--- src/include/gb_bus_defines.svh ---
`ifndef GB_BUS_DEFINES_SVH
`define GB_BUS_DEFINES_SVH

////////////////////////////////////////
// Memory map regions
////////////////////////////////////////

// Cartridge ROM, both banks
`define MEM_CART_START   16'h0000
`define MEM_CART_END     16'h7FFF

`define MEM_CRAM_START   16'hA000  // Cart RAM window
`define MEM_CRAM_END     16'hBFFF

`define MEM_WRAM_START   16'hC000  // 8 KiB internal work RAM
`define MEM_WRAM_END     16'hDFFF

// Echo of work RAM, stops short of OAM
`define MEM_ECHO_START   16'hE000
`define MEM_ECHO_END     16'hFDFF

`define BOOT_END         16'h00FF  // Last byte covered by boot overlay

////////////////////////////////////////
// I/O register addresses
////////////////////////////////////////
`define MMIO_JOYSTICK    16'hFF00
`define MMIO_IF          16'hFF0F  // Interrupt flags
`define MMIO_DMA         16'hFF46  // OAM DMA source page
`define MMIO_BOOTSTRAP   16'hFF50  // Boot ROM disable
`define MMIO_IE          16'hFFFF  // Interrupt enables

// Sprite attribute table length in bytes
`define DMA_LEN          8'd160

`define OPEN_BUS         8'hFF     // Value seen on undriven reads

`endif
--- src/logic/gb_bus_pkg.sv ---
`default_nettype none

package gb_bus_pkg;

    ////////////////////////////////////////
    // Vector types
    ////////////////////////////////////////
    typedef logic [15:0] addr_t;       // Full bus address
    typedef logic [7:0]  data_t;       // One bus byte
    typedef logic [4:0]  irq_t;        // 0 vblank, 1 lcdc, 2 timer, 3 serial, 4 joypad
    typedef logic [12:0] wram_addr_t;  // Index into 8 KiB work RAM
    typedef logic [7:0]  oam_idx_t;    // Sprite table byte, 0..159

    // Decoded targets on the bus
    typedef enum logic [3:0] {
        BOOT,       // Boot ROM overlay
        CART,       // Cart ROM and cart RAM
        WRAM,       // Work RAM and its echo
        JOYPAD,
        IF,
        IE,
        DMA,        // OAM DMA page register
        BOOTSTRAP,  // Overlay disable
        UNMAPPED    // Open bus
    } region_t;

    ////////////////////////////////////////
    // Pipeline bundles
    ////////////////////////////////////////
    typedef struct packed {
        addr_t addr;
        data_t wdata;
        logic  rd;    // Read strobe
        logic  wr;    // Write strobe
        logic  dma;   // Issued by the DMA engine
    } bus_req_t;

    typedef struct packed {
        bus_req_t   req;
        region_t    region;
        wram_addr_t wram_addr;  // Echo already folded
    } dec_req_t;

    typedef struct packed {
        addr_t addr;
        data_t dout;
        logic  wr;
        logic  rd;
        logic  cs;    // Cart RAM select
    } cart_bus_t;

    typedef struct packed {
        logic     we;
        oam_idx_t idx;
        data_t    data;
    } oam_wr_t;

endpackage

`default_nettype wire

--- src/logic/gb_oam_dma.sv ---
`timescale 1ns/1ps
`default_nettype none
`include "gb_bus_defines.svh"

module gb_oam_dma (
    input  logic                clk,
    input  logic                rst,
    input  logic                dma_start,   // Pulse from FF46 write
    input  gb_bus_pkg::data_t   dma_page,    // Source page, high address byte
    input  logic                rsp_valid,
    input  logic                rsp_dma,
    input  gb_bus_pkg::data_t   rsp_data,
    output gb_bus_pkg::bus_req_t dma_req,
    output logic                dma_busy,
    output gb_bus_pkg::oam_wr_t oam_wr
);
    import gb_bus_pkg::*;

    typedef enum logic [1:0] {
        IDLE,   // Waiting for a start pulse
        COPY,   // Issuing one read per cycle
        DRAIN   // All reads out, collecting the tail
    } dma_state_t;

    localparam oam_idx_t LAST_IDX = `DMA_LEN - 8'd1;

    dma_state_t state;
    oam_idx_t   issue_cnt;  // Next source byte to read
    oam_idx_t   rcv_cnt;    // Next OAM byte to write
    data_t      page_q;
    logic       rsp_hit;

    assign rsp_hit  = rsp_valid & rsp_dma;  // Only our own responses
    assign dma_busy = (state != IDLE);

    // Source read, low byte walks 00..9F
    always_comb begin
        dma_req.addr  = {page_q, issue_cnt};
        dma_req.wdata = '0;
        dma_req.rd    = (state == COPY);
        dma_req.wr    = 1'b0;
        dma_req.dma   = 1'b1;
    end

    // Each returning byte goes straight to OAM
    assign oam_wr.we   = rsp_hit;
    assign oam_wr.idx  = rcv_cnt;
    assign oam_wr.data = rsp_data;

    ////////////////////////////////////////
    // Sequencer
    ////////////////////////////////////////
    always_ff @(posedge clk) begin
        if (rst) begin
            state     <= IDLE;
            issue_cnt <= '0;
            rcv_cnt   <= '0;
        end else begin
            case (state)
                IDLE: begin
                    if (dma_start) begin
                        state     <= COPY;
                        issue_cnt <= '0;
                        rcv_cnt   <= '0;
                    end
                end
                COPY: begin
                    issue_cnt <= issue_cnt + 8'd1;
                    if (issue_cnt == LAST_IDX) state <= DRAIN;  // Last read out
                end
                DRAIN: begin
                    // Two reads still in flight on entry
                    if (rsp_hit && rcv_cnt == LAST_IDX) state <= IDLE;
                end
                default: state <= IDLE;
            endcase
            if (rsp_hit) rcv_cnt <= rcv_cnt + 8'd1;
        end
    end

    // Page is held for the whole transfer
    always_ff @(posedge clk) begin
        if (state == IDLE && dma_start) page_q <= dma_page;
    end

endmodule

`default_nettype wire

--- config.mk ---
export PLATFORM = sky130hd
export DESIGN_NAME = gb_oam_dma
export DESIGN_NICKNAME = d
export VERILOG_FILES = /design/src/logic/gb_bus_pkg.sv /design/src/logic/gb_oam_dma.sv
export VERILOG_INCLUDE_DIRS = /design/src /design/src/include
export SDC_FILE = /design/constraint.sdc
export NUM_CORES = 1
export LEC_CHECK = 0
export BUFFER_PORTS_ARGS = -buffer_cell sky130_fd_sc_hd__buf_2
export CAP_MARGIN = 30
export CORE_MARGIN = 8
export CORE_UTILIZATION = 45
export DETAILED_ROUTE_END_ITERATION = 16
export PLACE_DENSITY = 0.8
export RECOVER_POWER = 50
export SYNTH_ARGS = -nofsm -noshare
export SYNTH_HDL_FRONTEND = slang
export SYNTH_SLANG_ARGS = --single-unit
--- constraint.sdc ---
create_clock -name clk -period 1.8 [get_ports clk]
set_input_delay 0.54 -clock clk [delete_from_list [all_inputs] [get_ports clk]]
set_output_delay 0.54 -clock clk [all_outputs]
set_load 0.005 [all_outputs]
# ---- After elaboration in Yosys (flattened, before gate mapping)
# Index checks and enable logic that the tools add are counted.
dict set report word_totals {
  ff_bits 26
  in_bits 21
  out_inout_bits 45
  word_cells 32
}
dict set report classes {
  addsub 2
  eq_ne 7
  muxes 8
  bitwise_logic 1
  reduce_logical 10
}
# operator count
set ops {}
lappend ops {{8-bit two-way mux} 3}
lappend ops {{8-bit by 1-bit adder with 8-bit output, second input constant} 2}
lappend ops {{8-bit equality test, second input constant} 2}
lappend ops {{8-bit case mux with 2 select lines} 1}
lappend ops {{2-bit nonzero test} 4}
lappend ops {{2-bit two-way mux} 3}
lappend ops {{2-bit case mux with 3 select lines} 1}
lappend ops {{2-bit != test, second input constant} 2}
lappend ops {{2-bit AND reduction} 2}
lappend ops {{3-bit AND reduction} 1}
lappend ops {{2-bit by 1-bit equality test with 1-bit output, second input constant} 1}
lappend ops {{2-bit equality test, second input constant} 1}
lappend ops {{1-bit logical AND} 2}
lappend ops {{2-bit zero test} 1}
lappend ops {{2-bit by 1-bit != test with 1-bit output, second input constant} 1}
lappend ops {{1-bit bitwise AND} 1}

# ---- Depth between registers and ports, before layout
dict set report logic_depth {
  word_depth 4
  ltp_mapped 5
}

# ---- Worst setup path after synthesis
# Ideal clock, no wire load.
dict set report synth_path {
  path_kind {input -> register}
  from {input dma_start}
  to {register rcv_cnt[7]}
  setup_ns 0.121
  arrival_ns 1.480
  required_time_ns 1.679
  slack_ns 0.200
  path_stages 5
  cell_sequence {or3b_1 > buf_6 > inv_2 > a21oi_1 > mux2_2}
}
dict set report synth_between {
  elab_chain_cells 2
}
# item line
set synth_lines {}
lappend synth_lines {{start: declaration} gb_oam_dma.sv:8} ;# input logic dma_start,
lappend synth_lines {{2-bit nonzero test (no source line)} n/a}
lappend synth_lines {{2-bit AND reduction (no source line)} n/a}
lappend synth_lines {{end signal: assignment} gb_oam_dma.sv:77} ;# if (rsp_hit) rcv_cnt <= rcv_cnt + 8'd1;
lappend synth_lines {{end: declaration} gb_oam_dma.sv:29} ;# oam_idx_t rcv_cnt;
# Every way passes these cells.
# A chain may end at the register's enable or synchronous reset.

==> flow_summary.yaml <==
status:
  outcome: "complete, no violations"
synthesis:
  ys_types: 41
  synthesis.yosys.warnings: 0
  synth_ff_type: "sky130_fd_sc_hd__dfxtp_1"
  synth-edff-count: 8
  synth.area.top_cells: "sky130_fd_sc_hd__dfxtp_1 (28%), sky130_fd_sc_hd__edfxtp_1 (19%), sky130_fd_sc_hd__buf_4 (11%), sky130_fd_sc_hd__a21oi_1 (4.6%), sky130_fd_sc_hd__nand3_1 (3.5%)"
  yosys_register_bits: 26
  synthCells: 138
  synth-async-reset-ratio_pct: 0
  synth-seq-area-share_pct: 46.4
  syn_area_per_cell_um2: 9.38
  share_of_the_synthesized_area_in_the_top_cell_type_pct: 27.8
  post_synth_instance_area_um2: 1290
  synth_most_common_cell: "sky130_fd_sc_hd__buf_4"
  synthDominantAreaCellType: "sky130_fd_sc_hd__dfxtp_1"
  yosys-top-cells-count: "sky130_fd_sc_hd__buf_4 (19), sky130_fd_sc_hd__dfxtp_1 (18), sky130_fd_sc_hd__a21oi_1 (12)"
clock_tree:
  clock_insertion_delay_worst_skew_ns: 0.31
  clockRootBuffer: "sky130_fd_sc_hd__clkbuf_4"
  tritoncts.num_buffers: 3
  worst_setup_hold_path_clk_slew_ns: 0.13
  post_cts.repair.setup_buffers: 0
  clockBufferDepth: 2
  postCtsResizedCells: 1
  cts_tree: "built"
  cts.hold.buffers_added: 0
  clock_sink_count: 26
  clock_tree.htree_level_count: 1
sta:
  grt_setup_unrepaired: "no"
  shortest_clock_period_the_worst_path_allows_after_layout_ns: 1.69
  slew_viols_final: 0
  final.setup.tns_ns: 0
  report.final.setup_viol: 0
  fin_crit_sh_pct: 93.9
  hold_violations: 0
  fmax_ghz: 0.592
  finalClockSkew_ns: 0.00303
power_and_ir_drop:
  power-per-cell-area_nw_per_um2: 675
  total_leakage_power_uw: 0.000595
  power.ir.vdd_worst_v: 0.000695
global_route:
  globalRoute.totalOverflow: 0
  grt_max_degree: 21
  grt.total_usage_pct: 11.5
  grt_pass1_vias: 1036
  grt_antenna_before_repair: 0
  grt_first_pass_wirelength_mm: 4.80
detailed_routing:
  routed-via-count: 1089
  route.top_layer_used: "met4"
  wl_met3_um: 309
  vias_per_cell: 5.45
  drt_wl_total_mm: 2.92
  dr_wl_met2_mm: 1.37
  dr.first_iter.drc_count: 61
  detail_route.first_pass.iterations: 4
  drc: 0
  detail_route.wirelength.met1_mm: 1.23
  drt.antenna.violating_nets: 0
  drt-wirelength-per-cell_um: 14.6
worst_hold_path:
  worstHoldPathCells: 1
  hold_path.startpoint: "dma_page[7]"
  hold_removal_path_class: "input pin to flip-flop"
  hold_path_end: "page_q[7]"
layout:
  layout-area-overhead-vs-synth_pct: 11.1
  num-nets-final: 193
  final_std_cells_w_o_fill: 200
  n_antenna_cell: 0
  final_core_util_pct: 52.2
  drive_gt1_share_pct: 29.6
  design_area_um2: 1440
  num-fill-cells: 276
place:
  finalWeightedCongestion: 0.798
  numPlacedInstances: 196
  detailed_place.area_um2: 1410
  io_buffer_count: 39
  dpl.hpwl_mm: 2.31
floorplanning:
  placeable_core_region_um2: 2760
  die_width_um: 69.6
  num_rows: 19
  floorplan.initialDensity_pct: 47.0
  die_y_um: 69.6
  design.die.area_um2: 4850
  pin_count: 66
setup_path:
  cp_slowest_cell: "sky130_fd_sc_hd__dfxtp_2"
  cp-start-kind: "flip-flop"
  reg2reg_to: "rcv_cnt[7]"
  required_ns: 1.26
  regToRegStartpoint: "state[0]"
  r2r_depth: 4
  crit_fanout: 7
  critical_path.max_stage_delay_ns: 0.37
  timing.critical_path.to_type: "output port"
  worst-setup-path-type: "flip-flop to output port"
  cp_cell_sequence: "nand2b_2, inv_1, buf_2"
  data_arrival_time_of_the_critical_path_ns: 1.15
  setup.reg_to_reg.worst_slack_ns: 0.23
job:
  cap_violations: 0
## worst max-delay path, delay by kind of cell, from the launching register on
family | cells | cell delay [ns]
DFF | 1 | 0.37
buffers and inverters | 2 | 0.23
and+or+nand+nor | 1 | 0.24
## report_power, final
group          internal (uW)  total (uW)  switching, uW
Combinational           38.5        96.5           58.1
Clock                   81.0         239            158
Sequential               624         636           12.0
Total                    744         972            228
## how the worst max path moves through the flow
stage	start	end	slack, ns	depth (start not counted)
after CTS	state[0]	dma_req[2]	0.03	3
after detailed placement	dma_start	rcv_cnt[7]	0.12	5
after global routing	state[1]	dma_req[2]	0.03	3
after floorplan	dma_start	rcv_cnt[7]	0.20	5
after global placement	dma_start	rcv_cnt[7]	0.16	5
final	state[1]	dma_req[2]	0.11	3
## state kept, by name, summed over array words and instances (netlist names)
register / flops
issue_cnt: 8
state: 2
rcv_cnt: 8
page_q: 8
## placed cells by master (no fill, tap or decap), drive strengths merged, types with 4 or more instances in the layout
cell type,netlist,layout
buf,21,39
dfxtp,18,18
a21oi,12,12
nand2,11,11
conb,2,10
nand3,9,9
edfxtp,8,8
o21ai,6,6
inv,5,5
clkbuf,1,5
nor2,4,4
or4,4,4
o211ai,4,4
nand2b,4,4
or3,4,4
## layer usage
| layer | GRT usage, % | vias up |
|---|---|---|
| li1 | - | 539 |
| met1 | 12.4 | 496 |
| met2 | 19.7 | 52 |
| met3 | 6.15 | 2 |
| met4 | 1.56 | 0 |
| met5 | 0 | - |
## cell families (layout without fill, tap and decap cells)
family,count (synthesis),in the layout,share of synthesized area (%)
flip-flops,26,26,46.4
other,2,10,0.580
multiplexers,2,2,1.64
adder cells (fa/ha/maj),2,2,1.93
AO/OA/AOI/OAI,32,32,15.5
AND/OR/NAND/NOR,47,47,20.1
buffers and inverters,27,50,13.9
## stage by stage
step           setup WS, ns  power (uW)  hold slack, ns
4_1_cts              0.0321         987           0.384
6_report              0.110         972           0.396
3_5_place_dp          0.116         748           0.495
2_1_floorplan         0.200         732           0.490
5_1_grt              0.0251        1020           0.372
3_3_place_gp          0.163         743           0.488
## area by class of cell
type	instances	area, um2	area share (%)
Sequential cell	26	603	41.9
Multi-Input combinational cell	93	547	38.0
Timing Repair Buffer	41	205	14.3
Tap cell	31	38.8	2.70
Clock buffer	3	22.5	1.57
Inverter	5	18.8	1.30
Clock inverter	1	3.75	0.261
No activity file was read; power rests on OpenSTA's default activity.
