`src/include/gb_bus_defines.svh`:
```
`ifndef GB_BUS_DEFINES_SVH
`define GB_BUS_DEFINES_SVH

////////////////////////////////////////
// Memory map regions
////////////////////////////////////////

// Cartridge ROM, both banks
`define MEM_CART_START   16'h0000
`define MEM_CART_END     16'h7FFF

`define MEM_CRAM_START   16'hA000  // Cart RAM window
`define MEM_CRAM_END     16'hBFFF

`define MEM_WRAM_START   16'hC000  // 8 KiB internal work RAM
`define MEM_WRAM_END     16'hDFFF

// Echo of work RAM, stops short of OAM
`define MEM_ECHO_START   16'hE000
`define MEM_ECHO_END     16'hFDFF

`define BOOT_END         16'h00FF  // Last byte covered by boot overlay

////////////////////////////////////////
// I/O register addresses
////////////////////////////////////////
`define MMIO_JOYSTICK    16'hFF00
`define MMIO_IF          16'hFF0F  // Interrupt flags
`define MMIO_DMA         16'hFF46  // OAM DMA source page
`define MMIO_BOOTSTRAP   16'hFF50  // Boot ROM disable
`define MMIO_IE          16'hFFFF  // Interrupt enables

// Sprite attribute table length in bytes
`define DMA_LEN          8'd160

`define OPEN_BUS         8'hFF     // Value seen on undriven reads

`endif
```
`src/logic/gb_bus_pkg.sv`:
```
`default_nettype none

package gb_bus_pkg;

    ////////////////////////////////////////
    // Vector types
    ////////////////////////////////////////
    typedef logic [15:0] addr_t;       // Full bus address
    typedef logic [7:0]  data_t;       // One bus byte
    typedef logic [4:0]  irq_t;        // 0 vblank, 1 lcdc, 2 timer, 3 serial, 4 joypad
    typedef logic [12:0] wram_addr_t;  // Index into 8 KiB work RAM
    typedef logic [7:0]  oam_idx_t;    // Sprite table byte, 0..159

    // Decoded targets on the bus
    typedef enum logic [3:0] {
        BOOT,       // Boot ROM overlay
        CART,       // Cart ROM and cart RAM
        WRAM,       // Work RAM and its echo
        JOYPAD,
        IF,
        IE,
        DMA,        // OAM DMA page register
        BOOTSTRAP,  // Overlay disable
        UNMAPPED    // Open bus
    } region_t;

    ////////////////////////////////////////
    // Pipeline bundles
    ////////////////////////////////////////
    typedef struct packed {
        addr_t addr;
        data_t wdata;
        logic  rd;    // Read strobe
        logic  wr;    // Write strobe
        logic  dma;   // Issued by the DMA engine
    } bus_req_t;

    typedef struct packed {
        bus_req_t   req;
        region_t    region;
        wram_addr_t wram_addr;  // Echo already folded
    } dec_req_t;

    typedef struct packed {
        addr_t addr;
        data_t dout;
        logic  wr;
        logic  rd;
        logic  cs;    // Cart RAM select
    } cart_bus_t;

    typedef struct packed {
        logic     we;
        oam_idx_t idx;
        data_t    data;
    } oam_wr_t;

endpackage

`default_nettype wire

```
`src/logic/gb_addr_decode.sv`:
```
`timescale 1ns/1ps
`default_nettype none
`include "gb_bus_defines.svh"

module gb_addr_decode (
    input  logic                  clk,
    input  logic                  rst,
    input  gb_bus_pkg::bus_req_t  cpu_req,
    input  gb_bus_pkg::bus_req_t  dma_req,
    input  logic                  dma_busy,  // DMA owns the bus
    input  logic                  boot_en,   // Boot ROM overlay active
    output gb_bus_pkg::dec_req_t  dec_req
);
    import gb_bus_pkg::*;

    bus_req_t   sel;        // Winning request
    logic       req_act;
    region_t    region;
    wram_addr_t wram_idx;

    // Inclusive range check, one compare
    function automatic logic in_range(addr_t a, addr_t lo, addr_t hi);
        addr_t span;
        addr_t off;
        span = hi - lo;
        off  = a - lo;
        return off <= span;
    endfunction

    ////////////////////////////////////////
    // Source select
    ////////////////////////////////////////
    always_comb begin
        if (dma_busy) begin
            sel = dma_req;      // CPU request is dropped
        end else begin
            sel     = cpu_req;
            sel.dma = 1'b0;     // Outside port never counts as DMA
        end
    end

    assign req_act = sel.rd | sel.wr;

    ////////////////////////////////////////
    // Address classification
    ////////////////////////////////////////
    always_comb begin
        if (boot_en && sel.addr <= `BOOT_END)
            region = BOOT;  // Overlay hides cart ROM
        else if (in_range(sel.addr, `MEM_CART_START, `MEM_CART_END) ||
                 in_range(sel.addr, `MEM_CRAM_START, `MEM_CRAM_END))
            region = CART;
        else if (in_range(sel.addr, `MEM_WRAM_START, `MEM_WRAM_END) ||
                 in_range(sel.addr, `MEM_ECHO_START, `MEM_ECHO_END))
            region = WRAM;
        else if (sel.addr == `MMIO_JOYSTICK)
            region = JOYPAD;
        else if (sel.addr == `MMIO_IF)
            region = IF;
        else if (sel.addr == `MMIO_IE)
            region = IE;
        else if (sel.addr == `MMIO_DMA)
            region = DMA;
        else if (sel.addr == `MMIO_BOOTSTRAP)
            region = BOOTSTRAP;
        else
            region = UNMAPPED;  // Video, VRAM, OAM, sound and the rest
    end

    // Both bases sit on 8 KiB boundaries so echo folds onto the low bits
    assign wram_idx = sel.addr[12:0];

    ////////////////////////////////////////
    // Stage register
    ////////////////////////////////////////
    always_ff @(posedge clk) begin
        dec_req.req.addr  <= sel.addr;
        dec_req.req.wdata <= sel.wdata;
        dec_req.region    <= region;
        dec_req.wram_addr <= wram_idx;
        if (rst) begin
            dec_req.req.rd  <= 1'b0;
            dec_req.req.wr  <= 1'b0;
            dec_req.req.dma <= 1'b0;
        end else begin
            dec_req.req.rd  <= sel.rd;
            dec_req.req.wr  <= sel.wr;
            dec_req.req.dma <= sel.dma & req_act;  // No stale flag on idle cycles
        end
    end

endmodule

`default_nettype wire

```
`config.mk`:
```
export PLATFORM = sky130hd
export DESIGN_NAME = gb_addr_decode
export DESIGN_NICKNAME = d
export VERILOG_FILES = /design/src/logic/gb_bus_pkg.sv /design/src/logic/gb_addr_decode.sv
export VERILOG_INCLUDE_DIRS = /design/src /design/src/include
export SDC_FILE = /design/constraint.sdc
export NUM_CORES = 1
export LEC_CHECK = 0
export BUFFER_PORTS_ARGS = -buffer_cell sky130_fd_sc_hd__buf_2
export CORE_ASPECT_RATIO = 0.6
export CORE_MARGIN = 2
export CORE_UTILIZATION = 30
export CTS_CLUSTER_DIAMETER = 30
export DETAILED_ROUTE_END_ITERATION = 7
export PLACE_DENSITY = 0.71
export SYNTH_ARGS = -nofsm -noshare
export SYNTH_HDL_FRONTEND = slang
export SYNTH_SLANG_ARGS = --single-unit
```
`constraint.sdc`:
```
create_clock -name clk -period 5.2 [get_ports clk]
set_clock_uncertainty 0.2 [all_clocks]
set_input_delay 0.78 -clock clk [delete_from_list [all_inputs] [get_ports clk]]
set_output_delay 0.78 -clock clk [all_outputs]
set_load 0.005 [all_outputs]
```
After elaboration in Yosys (flattened, before gate mapping):

Index checks and enable logic that the tools add are counted.

* output and inout bits: 44
* register bits after elaboration: 44
* input port bits: 58

* add/subtract/negate cells: 3
* mux-type cells: 8
* reductions and logical operators: 6
* order comparisons: 5
* eq/ne operators: 5
* bitwise gates (word level): 2

Operators by type and width (number)
* $eq 16x16->1 const B: 5
* $le 16x13->1 const B: 3
* $sub 16x16->16 const B: 3
* $mux 27: 1
* $le 16x15->1 const B: 1
* $le 16x8->1 const B: 1
* $mux 3: 3
* $reduce_or 7->1: 1
* $mux 2: 2
* $mux 4: 1
* $reduce_or 4->1: 1
* $logic_or 1x1->1: 2
* $reduce_or 2->1: 1
* $and 1x1->1: 1
* $logic_and 1x1->1: 1
* $mux 1: 1
* $or 1x1->1: 1

Logic depth before layout (Yosys ltp):

Gate-level depths: netlist of run 1.

* depth in word-level cells: 9
* mapped depth: 10
* mapped depth without buffers: 7

Least setup slack after synthesis of run 1:

Ideal clock, no wire load.

* path type: input -> register
* start: input dma_busy
* end: register dec_req[15] (netlist name)
* arrival: 2679 ps
* required time: 4878 ps
* slack: 2199 ps
* path buffers: 3
* cell stages on the path: 10
* setup time: 122 ps
* cells stage by stage: buf_6 clkbuf_1 buf_1 mux2i_1 inv_1 ha_1 xor2_1 nand4b_1 mux2_2 nor4b_2

RTL lines
* start: declaration: RTL line gb_addr_decode.sv:10 `input logic dma_busy,`
* end: declaration: RTL line gb_addr_decode.sv:12 `output gb_bus_pkg::dec_req_t dec_req`

==> results.txt, run 1 <==
HPWL Detailed -> 2920 um
crit path time final -> 2.89 ns
Worst path slowest cell -> buf_2
Post-Syn Area -> 0.00148 mm2
primary flip-flop cell chosen by synthesis mapping -> dfxtp_1
Synth Register Bits -> 31
vias in the first global route -> 1207
post-cts sizing count -> 0
Layout area overhead -> 37.0%
Unique masters post-synth -> 40
wire per inst -> 12.4 um
Max Transition Viols Final -> 0
fmax -> 345 MHz
max_cap viols -> 0
CP Class -> input pin to flop
fin area -> 0.00203 mm2
Synth async-reset ratio -> 0%
TritonRoute pass-1 iters -> 4
gate count of the mapped netlist -> 142
WP data required -> 5.16 ns
Synthesized Nets -> 202
antenna violations before repair -> 0
final setup violation count -> 0
crit-path max FO -> 43
status -> completed
GRT Total Usage -> 13.3%
routability-driven placement congestion ratio -> 0.781
pwr/cell area -> 281 mW/mm2
Pleak -> 0.997 nW
die area -> 0.00554 mm2
Largest register FFs -> 31
most used cell, CP -> mux2_2
CP max stage delay -> 0.64 ns
Syn. warnings -> 0
DRT antenna net count -> 0
post-CTS setup buffer count -> 0
Critical Path, Cell by Cell -> buf_2, mux2_2, inv_1, ha_1, nand4b_1, mux2_2, nor4b_2
Yosys top cell area share -> 41.9%
nets@finish -> 291
grt ovf -> 0
Top reg by flops -> dec_req
slew margin rel. -> 44.0%
Via density -> 4.60
worst slew pin tran -> 0.841 ns
clock sink count -> 31
RSZ-0062 raised after global routing -> no
initial core utilization -> 31.8%
nature of the critical path endpoint -> flop
Finished Layout Cells -> 295
Post-synth EDFFs -> 0
Antenna diodes -> 0
biggest regs -> dec_req (31)
Final Hold Vio Count -> 0
CTS hold repair buffers -> 0
total number of vias -> 1358
sequential share of the synthesized area -> 41.9%
Max rail drop VDD -> 0.150 mV
core area -> 0.00466 mm2
Cell Rows -> 19
CTS buffer count -> 5
H-tree lvl count -> 2
Avg Inst Size Synth -> 10.4 um2
top cell type by total area after synthesis -> dfxtp_1
crit share post-route -> 55.7%
CTS root buf -> clkbuf_8
wire length of the first global-routing pass -> 5580 um
Placed Area -> 0.00193 mm2
placed cells -> 287
share of layout cells above drive strength 1 -> 55.6%
# DRC -> 0
crit path DAT -> 2.85 ns
crit path launch type -> input pin
worst min-delay path category -> input pin to flop
Die Wd -> 94.8 um
Fin Setup TNS -> 0 ns
drt total wl -> 3660 um
largest net degree at the start of global routing -> 44
Clock Path Buffers -> 2
largest cells by area after synthesis -> dfxtp_1 42%, mux2_2 14%, buf_4 6.6%, mux2i_1 5.4%, inv_1 1.8%
drt initial violations -> 23
PortBufs -> 100
TritonCTS clock tree -> done
IO Count -> 102
Die Ht -> 58.5 um
CTS clock-pin slew for the worst setup and hold paths -> 0.06 ns
critical path: cells and delay by family:
| family | cells | cell delay (ns) |
|---|---|---|
| adder cells (fa/ha/maj) | 1 | 0.24 |
| buffers and inverters | 2 | 0.72 |
| multiplexers | 2 | 0.77 |
| AND/OR/NAND/NOR | 2 | 0.32 |
cell families (layout without fill, tap and decap cells):
| kind of cell | count (synthesis) | after routing | synth area share, % |
|---|---|---|---|
| fa+ha+maj | 2 | 2 | 1.69 |
| xor+xnor | 1 | 1 | 0.591 |
| flops | 31 | 31 | 41.9 |
| simple gates | 39 | 39 | 18.3 |
| mux | 26 | 26 | 19.1 |
| buf+inv | 25 | 115 | 10.6 |
| compound gates | 18 | 18 | 7.85 |
stage by stage:
stage	power, mW	setup slack, ns	utilization [%]	hold WS [ns]
floorplan	0.326	2.20	-	0.652
global placement	0.371	2.02	41.4	0.782
detailed placement	0.373	2.00	41.4	0.781
CTS	0.583	2.30	43.6	0.488
global route	0.606	2.13	43.6	0.491
finish	0.570	2.31	43.6	0.497
synthesized netlist by cell type, drive strengths merged (2+ instances only):
| library cell | count |
|---|---|
| a21o | 2 |
| nand3 | 2 |
| nand2 | 4 |
| nor3 | 3 |
| dfxtp | 31 |
| nor4b | 4 |
| nand4 | 2 |
| buf | 16 |
| ha | 2 |
| a21oi | 4 |
| nor3b | 3 |
| nor4 | 3 |
| nor2 | 7 |
| clkbuf | 2 |
| inv | 7 |
| mux2i | 8 |
| o21ai | 5 |
| mux2 | 18 |
| nand4b | 3 |
metal layers:
metal | vias to the layer above | share of wire [%] | track usage [%] | routed length, um
met1 | 596 | 48 | 18.7 | 1780
met3 | 4 | 12 | 5.51 | 443
met5 | - | 0 | 0 | 0
li1 | 681 | - | - | -
met2 | 77 | 39 | 18.8 | 1410
met4 | 0 | 0.87 | 3.73 | 32
where the power goes:
part	switching (mW)	total, mW	internal (mW)	leakage [nW]
registers	0.00571	0.262	0.257	0.260
logic	0.0477	0.104	0.0567	0.685
clock network	0.0827	0.203	0.121	0.0515
placed cells by master, fill, tap and decap left out, types with 2 or more instances in the layout:
| cell type | synthesis | final |
|---|---|---|
| a21o_1 | 2 | 2 |
| a21oi_1 | 3 | 3 |
| buf_2 | 0 | 100 |
| clkbuf_8 | 0 | 7 |
| dfxtp_1 | 31 | 31 |
| ha_1 | 2 | 2 |
| inv_1 | 7 | 7 |
| mux2_2 | 18 | 18 |
| mux2i_1 | 8 | 8 |
| nand2_1 | 4 | 4 |
| nand3_1 | 2 | 2 |
| nand4_1 | 2 | 2 |
| nand4b_1 | 3 | 3 |
| nor2_1 | 7 | 7 |
| nor3_1 | 3 | 3 |
| nor3b_1 | 3 | 3 |
| nor4_1 | 3 | 3 |
| nor4b_1 | 2 | 2 |
| o21ai_0 | 5 | 5 |
layout make-up:
| type | instances | area, um2 |
|---|---|---|
| repair buffers | 100 | 500 |
| fillers | 485 | 2630 |
| well taps | 63 | 78.8 |
| clock buffers | 8 | 100 |
| inverters | 7 | 26.3 |
| flip-flops and latches | 31 | 621 |
| multi-input cells | 86 | 704 |
path summary, 6_finish.rpt:
| path | endpoint | startpoint | depth (start not counted) |
|---|---|---|---|
| setup / recovery | dec_req[15] | dma_busy | 7 |
| hold / removal | dec_req[18] | rst | 2 |
Note: power is estimated with default switching activity, not from simulation.
==> run 2: changes to the inputs <==
==> constraint.sdc (replaced) <==
create_clock -name clk -period 3 [get_ports clk]
set_clock_uncertainty 0.2 [all_clocks]
set_input_delay 0.45 -clock clk [delete_from_list [all_inputs] [get_ports clk]]
set_output_delay 0.45 -clock clk [all_outputs]
set_load 0.005 [all_outputs]
==> run 2 against run 1 <==
Against the previous run:
- critical path depth stayed put
- sequential share of layout area decreased by 0.22 points
- clock-buffer cell count is the same
- first-iteration DRC count shrank 39%
- combinational power rose by 78%
- final cell count is 0.68% higher
- worst hold slack worse by 0.33 ns
- sequential cell count unchanged
- die area stayed put
- critical endpoint unchanged
- largest power group unchanged
- highest routed layer unchanged
==> results.txt, run 2 (synthesis gave the netlist of run 1 again) <==
status -> completed
slew margin rel. -> 71.5%
dpl ws -> 0.554 ns
Final Hold Vio Count -> 0
routability-driven placement congestion ratio -> 0.775
TritonRoute pass-1 iters -> 4
WP data required -> 2.96 ns
wire per inst -> 12.9 um
Cell Rows -> 19
hold_sp -> rst
core area -> 0.00466 mm2
launch point of the worst path -> dma_busy
drt total wl -> 3830 um
Antenna diodes -> 0
Die Ht -> 58.5 um
DRT antenna net count -> 0
crit path DAT -> 2.12 ns
CTS hold repair buffers -> 0
share of layout cells above drive strength 1 -> 56.0%
placed cells -> 289
crit path time final -> 2.16 ns
Max rail drop VDD -> 0.179 mV
nets@finish -> 293
nature of the critical path endpoint -> flop
worst slew pin tran -> 0.426 ns
post-cts sizing count -> 0
final setup margin -> 0.843 ns
IO Count -> 102
initial core utilization -> 31.8%
Layout area overhead -> 38.0%
crit share post-route -> 71.9%
post-CTS setup buffer count -> 0
H-tree lvl count -> 2
RSZ-0062 raised after global routing -> no
PortBufs -> 100
most frequent cells in the layout -> 100 x buf_2, 31 x dfxtp_1, 18 x mux2_2
CP Class -> input pin to flop
GRT Total Usage -> 14.1%
# DRC -> 0
pwr/cell area -> 487 mW/mm2
Max Transition Viols Final -> 0
Die Wd -> 94.8 um
total number of vias -> 1348
antenna violations before repair -> 0
Largest register FFs -> 31
Via density -> 4.54
biggest regs -> dec_req (31)
HPWL Detailed -> 3100 um
die area -> 0.00554 mm2
drt initial violations -> 14
final setup violation count -> 0
grt ovf -> 0
wire length of the first global-routing pass -> 5870 um
largest net degree at the start of global routing -> 21
Fin Setup TNS -> 0 ns
commonest non-fill, non-tap cell in the layout -> buf_2
CTS root buf -> clkbuf_8
vias in the first global route -> 1229
Clock Path Buffers -> 2
Finished Layout Cells -> 297
clock sink count -> 31
TritonCTS clock tree -> done
crit path launch type -> input pin
Sequential Area -> 621 um2
crit-path max FO -> 11
worst min-delay path category -> input pin to flop
CTS clock-pin slew for the worst setup and hold paths -> 0.07 ns
Top reg by flops -> dec_req
CTS buffer count -> 5
multi-input logic area -> 704 um2
max_cap viols -> 0
Pleak -> 1.01 nW
fmax -> 464 MHz
fill count -> 465
-- run 2: cell types whose count changed in the layout (fill, tap and decap cells not counted), sizes merged --
| cell | delta |
|---|---|
| buf | +2 |
-- run 2: stage by stage --
stage               instance area [um2]  hold WS (ns)  power [mW]  util (%)
floorplan                          1480         0.322       0.566         -
global placement                   1950         0.452       0.646      41.8
detailed placement                 1950         0.449       0.649      41.8
CTS                                2050         0.154        1.02      43.9
global route                       2050         0.165        1.06      43.9
finish                             2050         0.168       0.996      43.9
-- run 2: layer usage --
metal  vias to the layer above  routed length [um]  global-route usage (%)  share of wire, %
li1                        682                   -                       -                 -
met1                       594                1900                    20.0                50
met2                        70                1470                    18.8                38
met3                         2                 442                    6.27                12
met4                         0                  19                    4.35              0.50
met5                         -                   0                       0                 0
-- run 2: final cells by class --
| class | count | area share, % |
|---|---|---|
| timing repair buffer | 102 | 25.2 |
| multi-input combinational | 86 | 34.4 |
| sequential | 31 | 30.3 |
| inverter | 7 | 1.28 |
| clock buffer | 8 | 4.89 |
| tap | 63 | 3.85 |
-- run 2: power by group --
part	internal (mW)	switching, mW
sequential	0.445	0.0100
clock	0.209	0.147
combinational	0.0996	0.0852
-- run 2: critical path, stage by stage --
cell and delay, ns:
buf_2 0.26, mux2_2 0.44, ha_1 0.23, xor2_1 0.17
nand4b_1 0.11, mux2_2 0.30, nor4b_2 0.16
-- run 2: worst paths after layout --
path / to / slack, ns / cells past startpoint
worst min-delay path: dec_req[18] / 0.17 / 2
worst max-delay path: dec_req[15] / 0.84 / 7
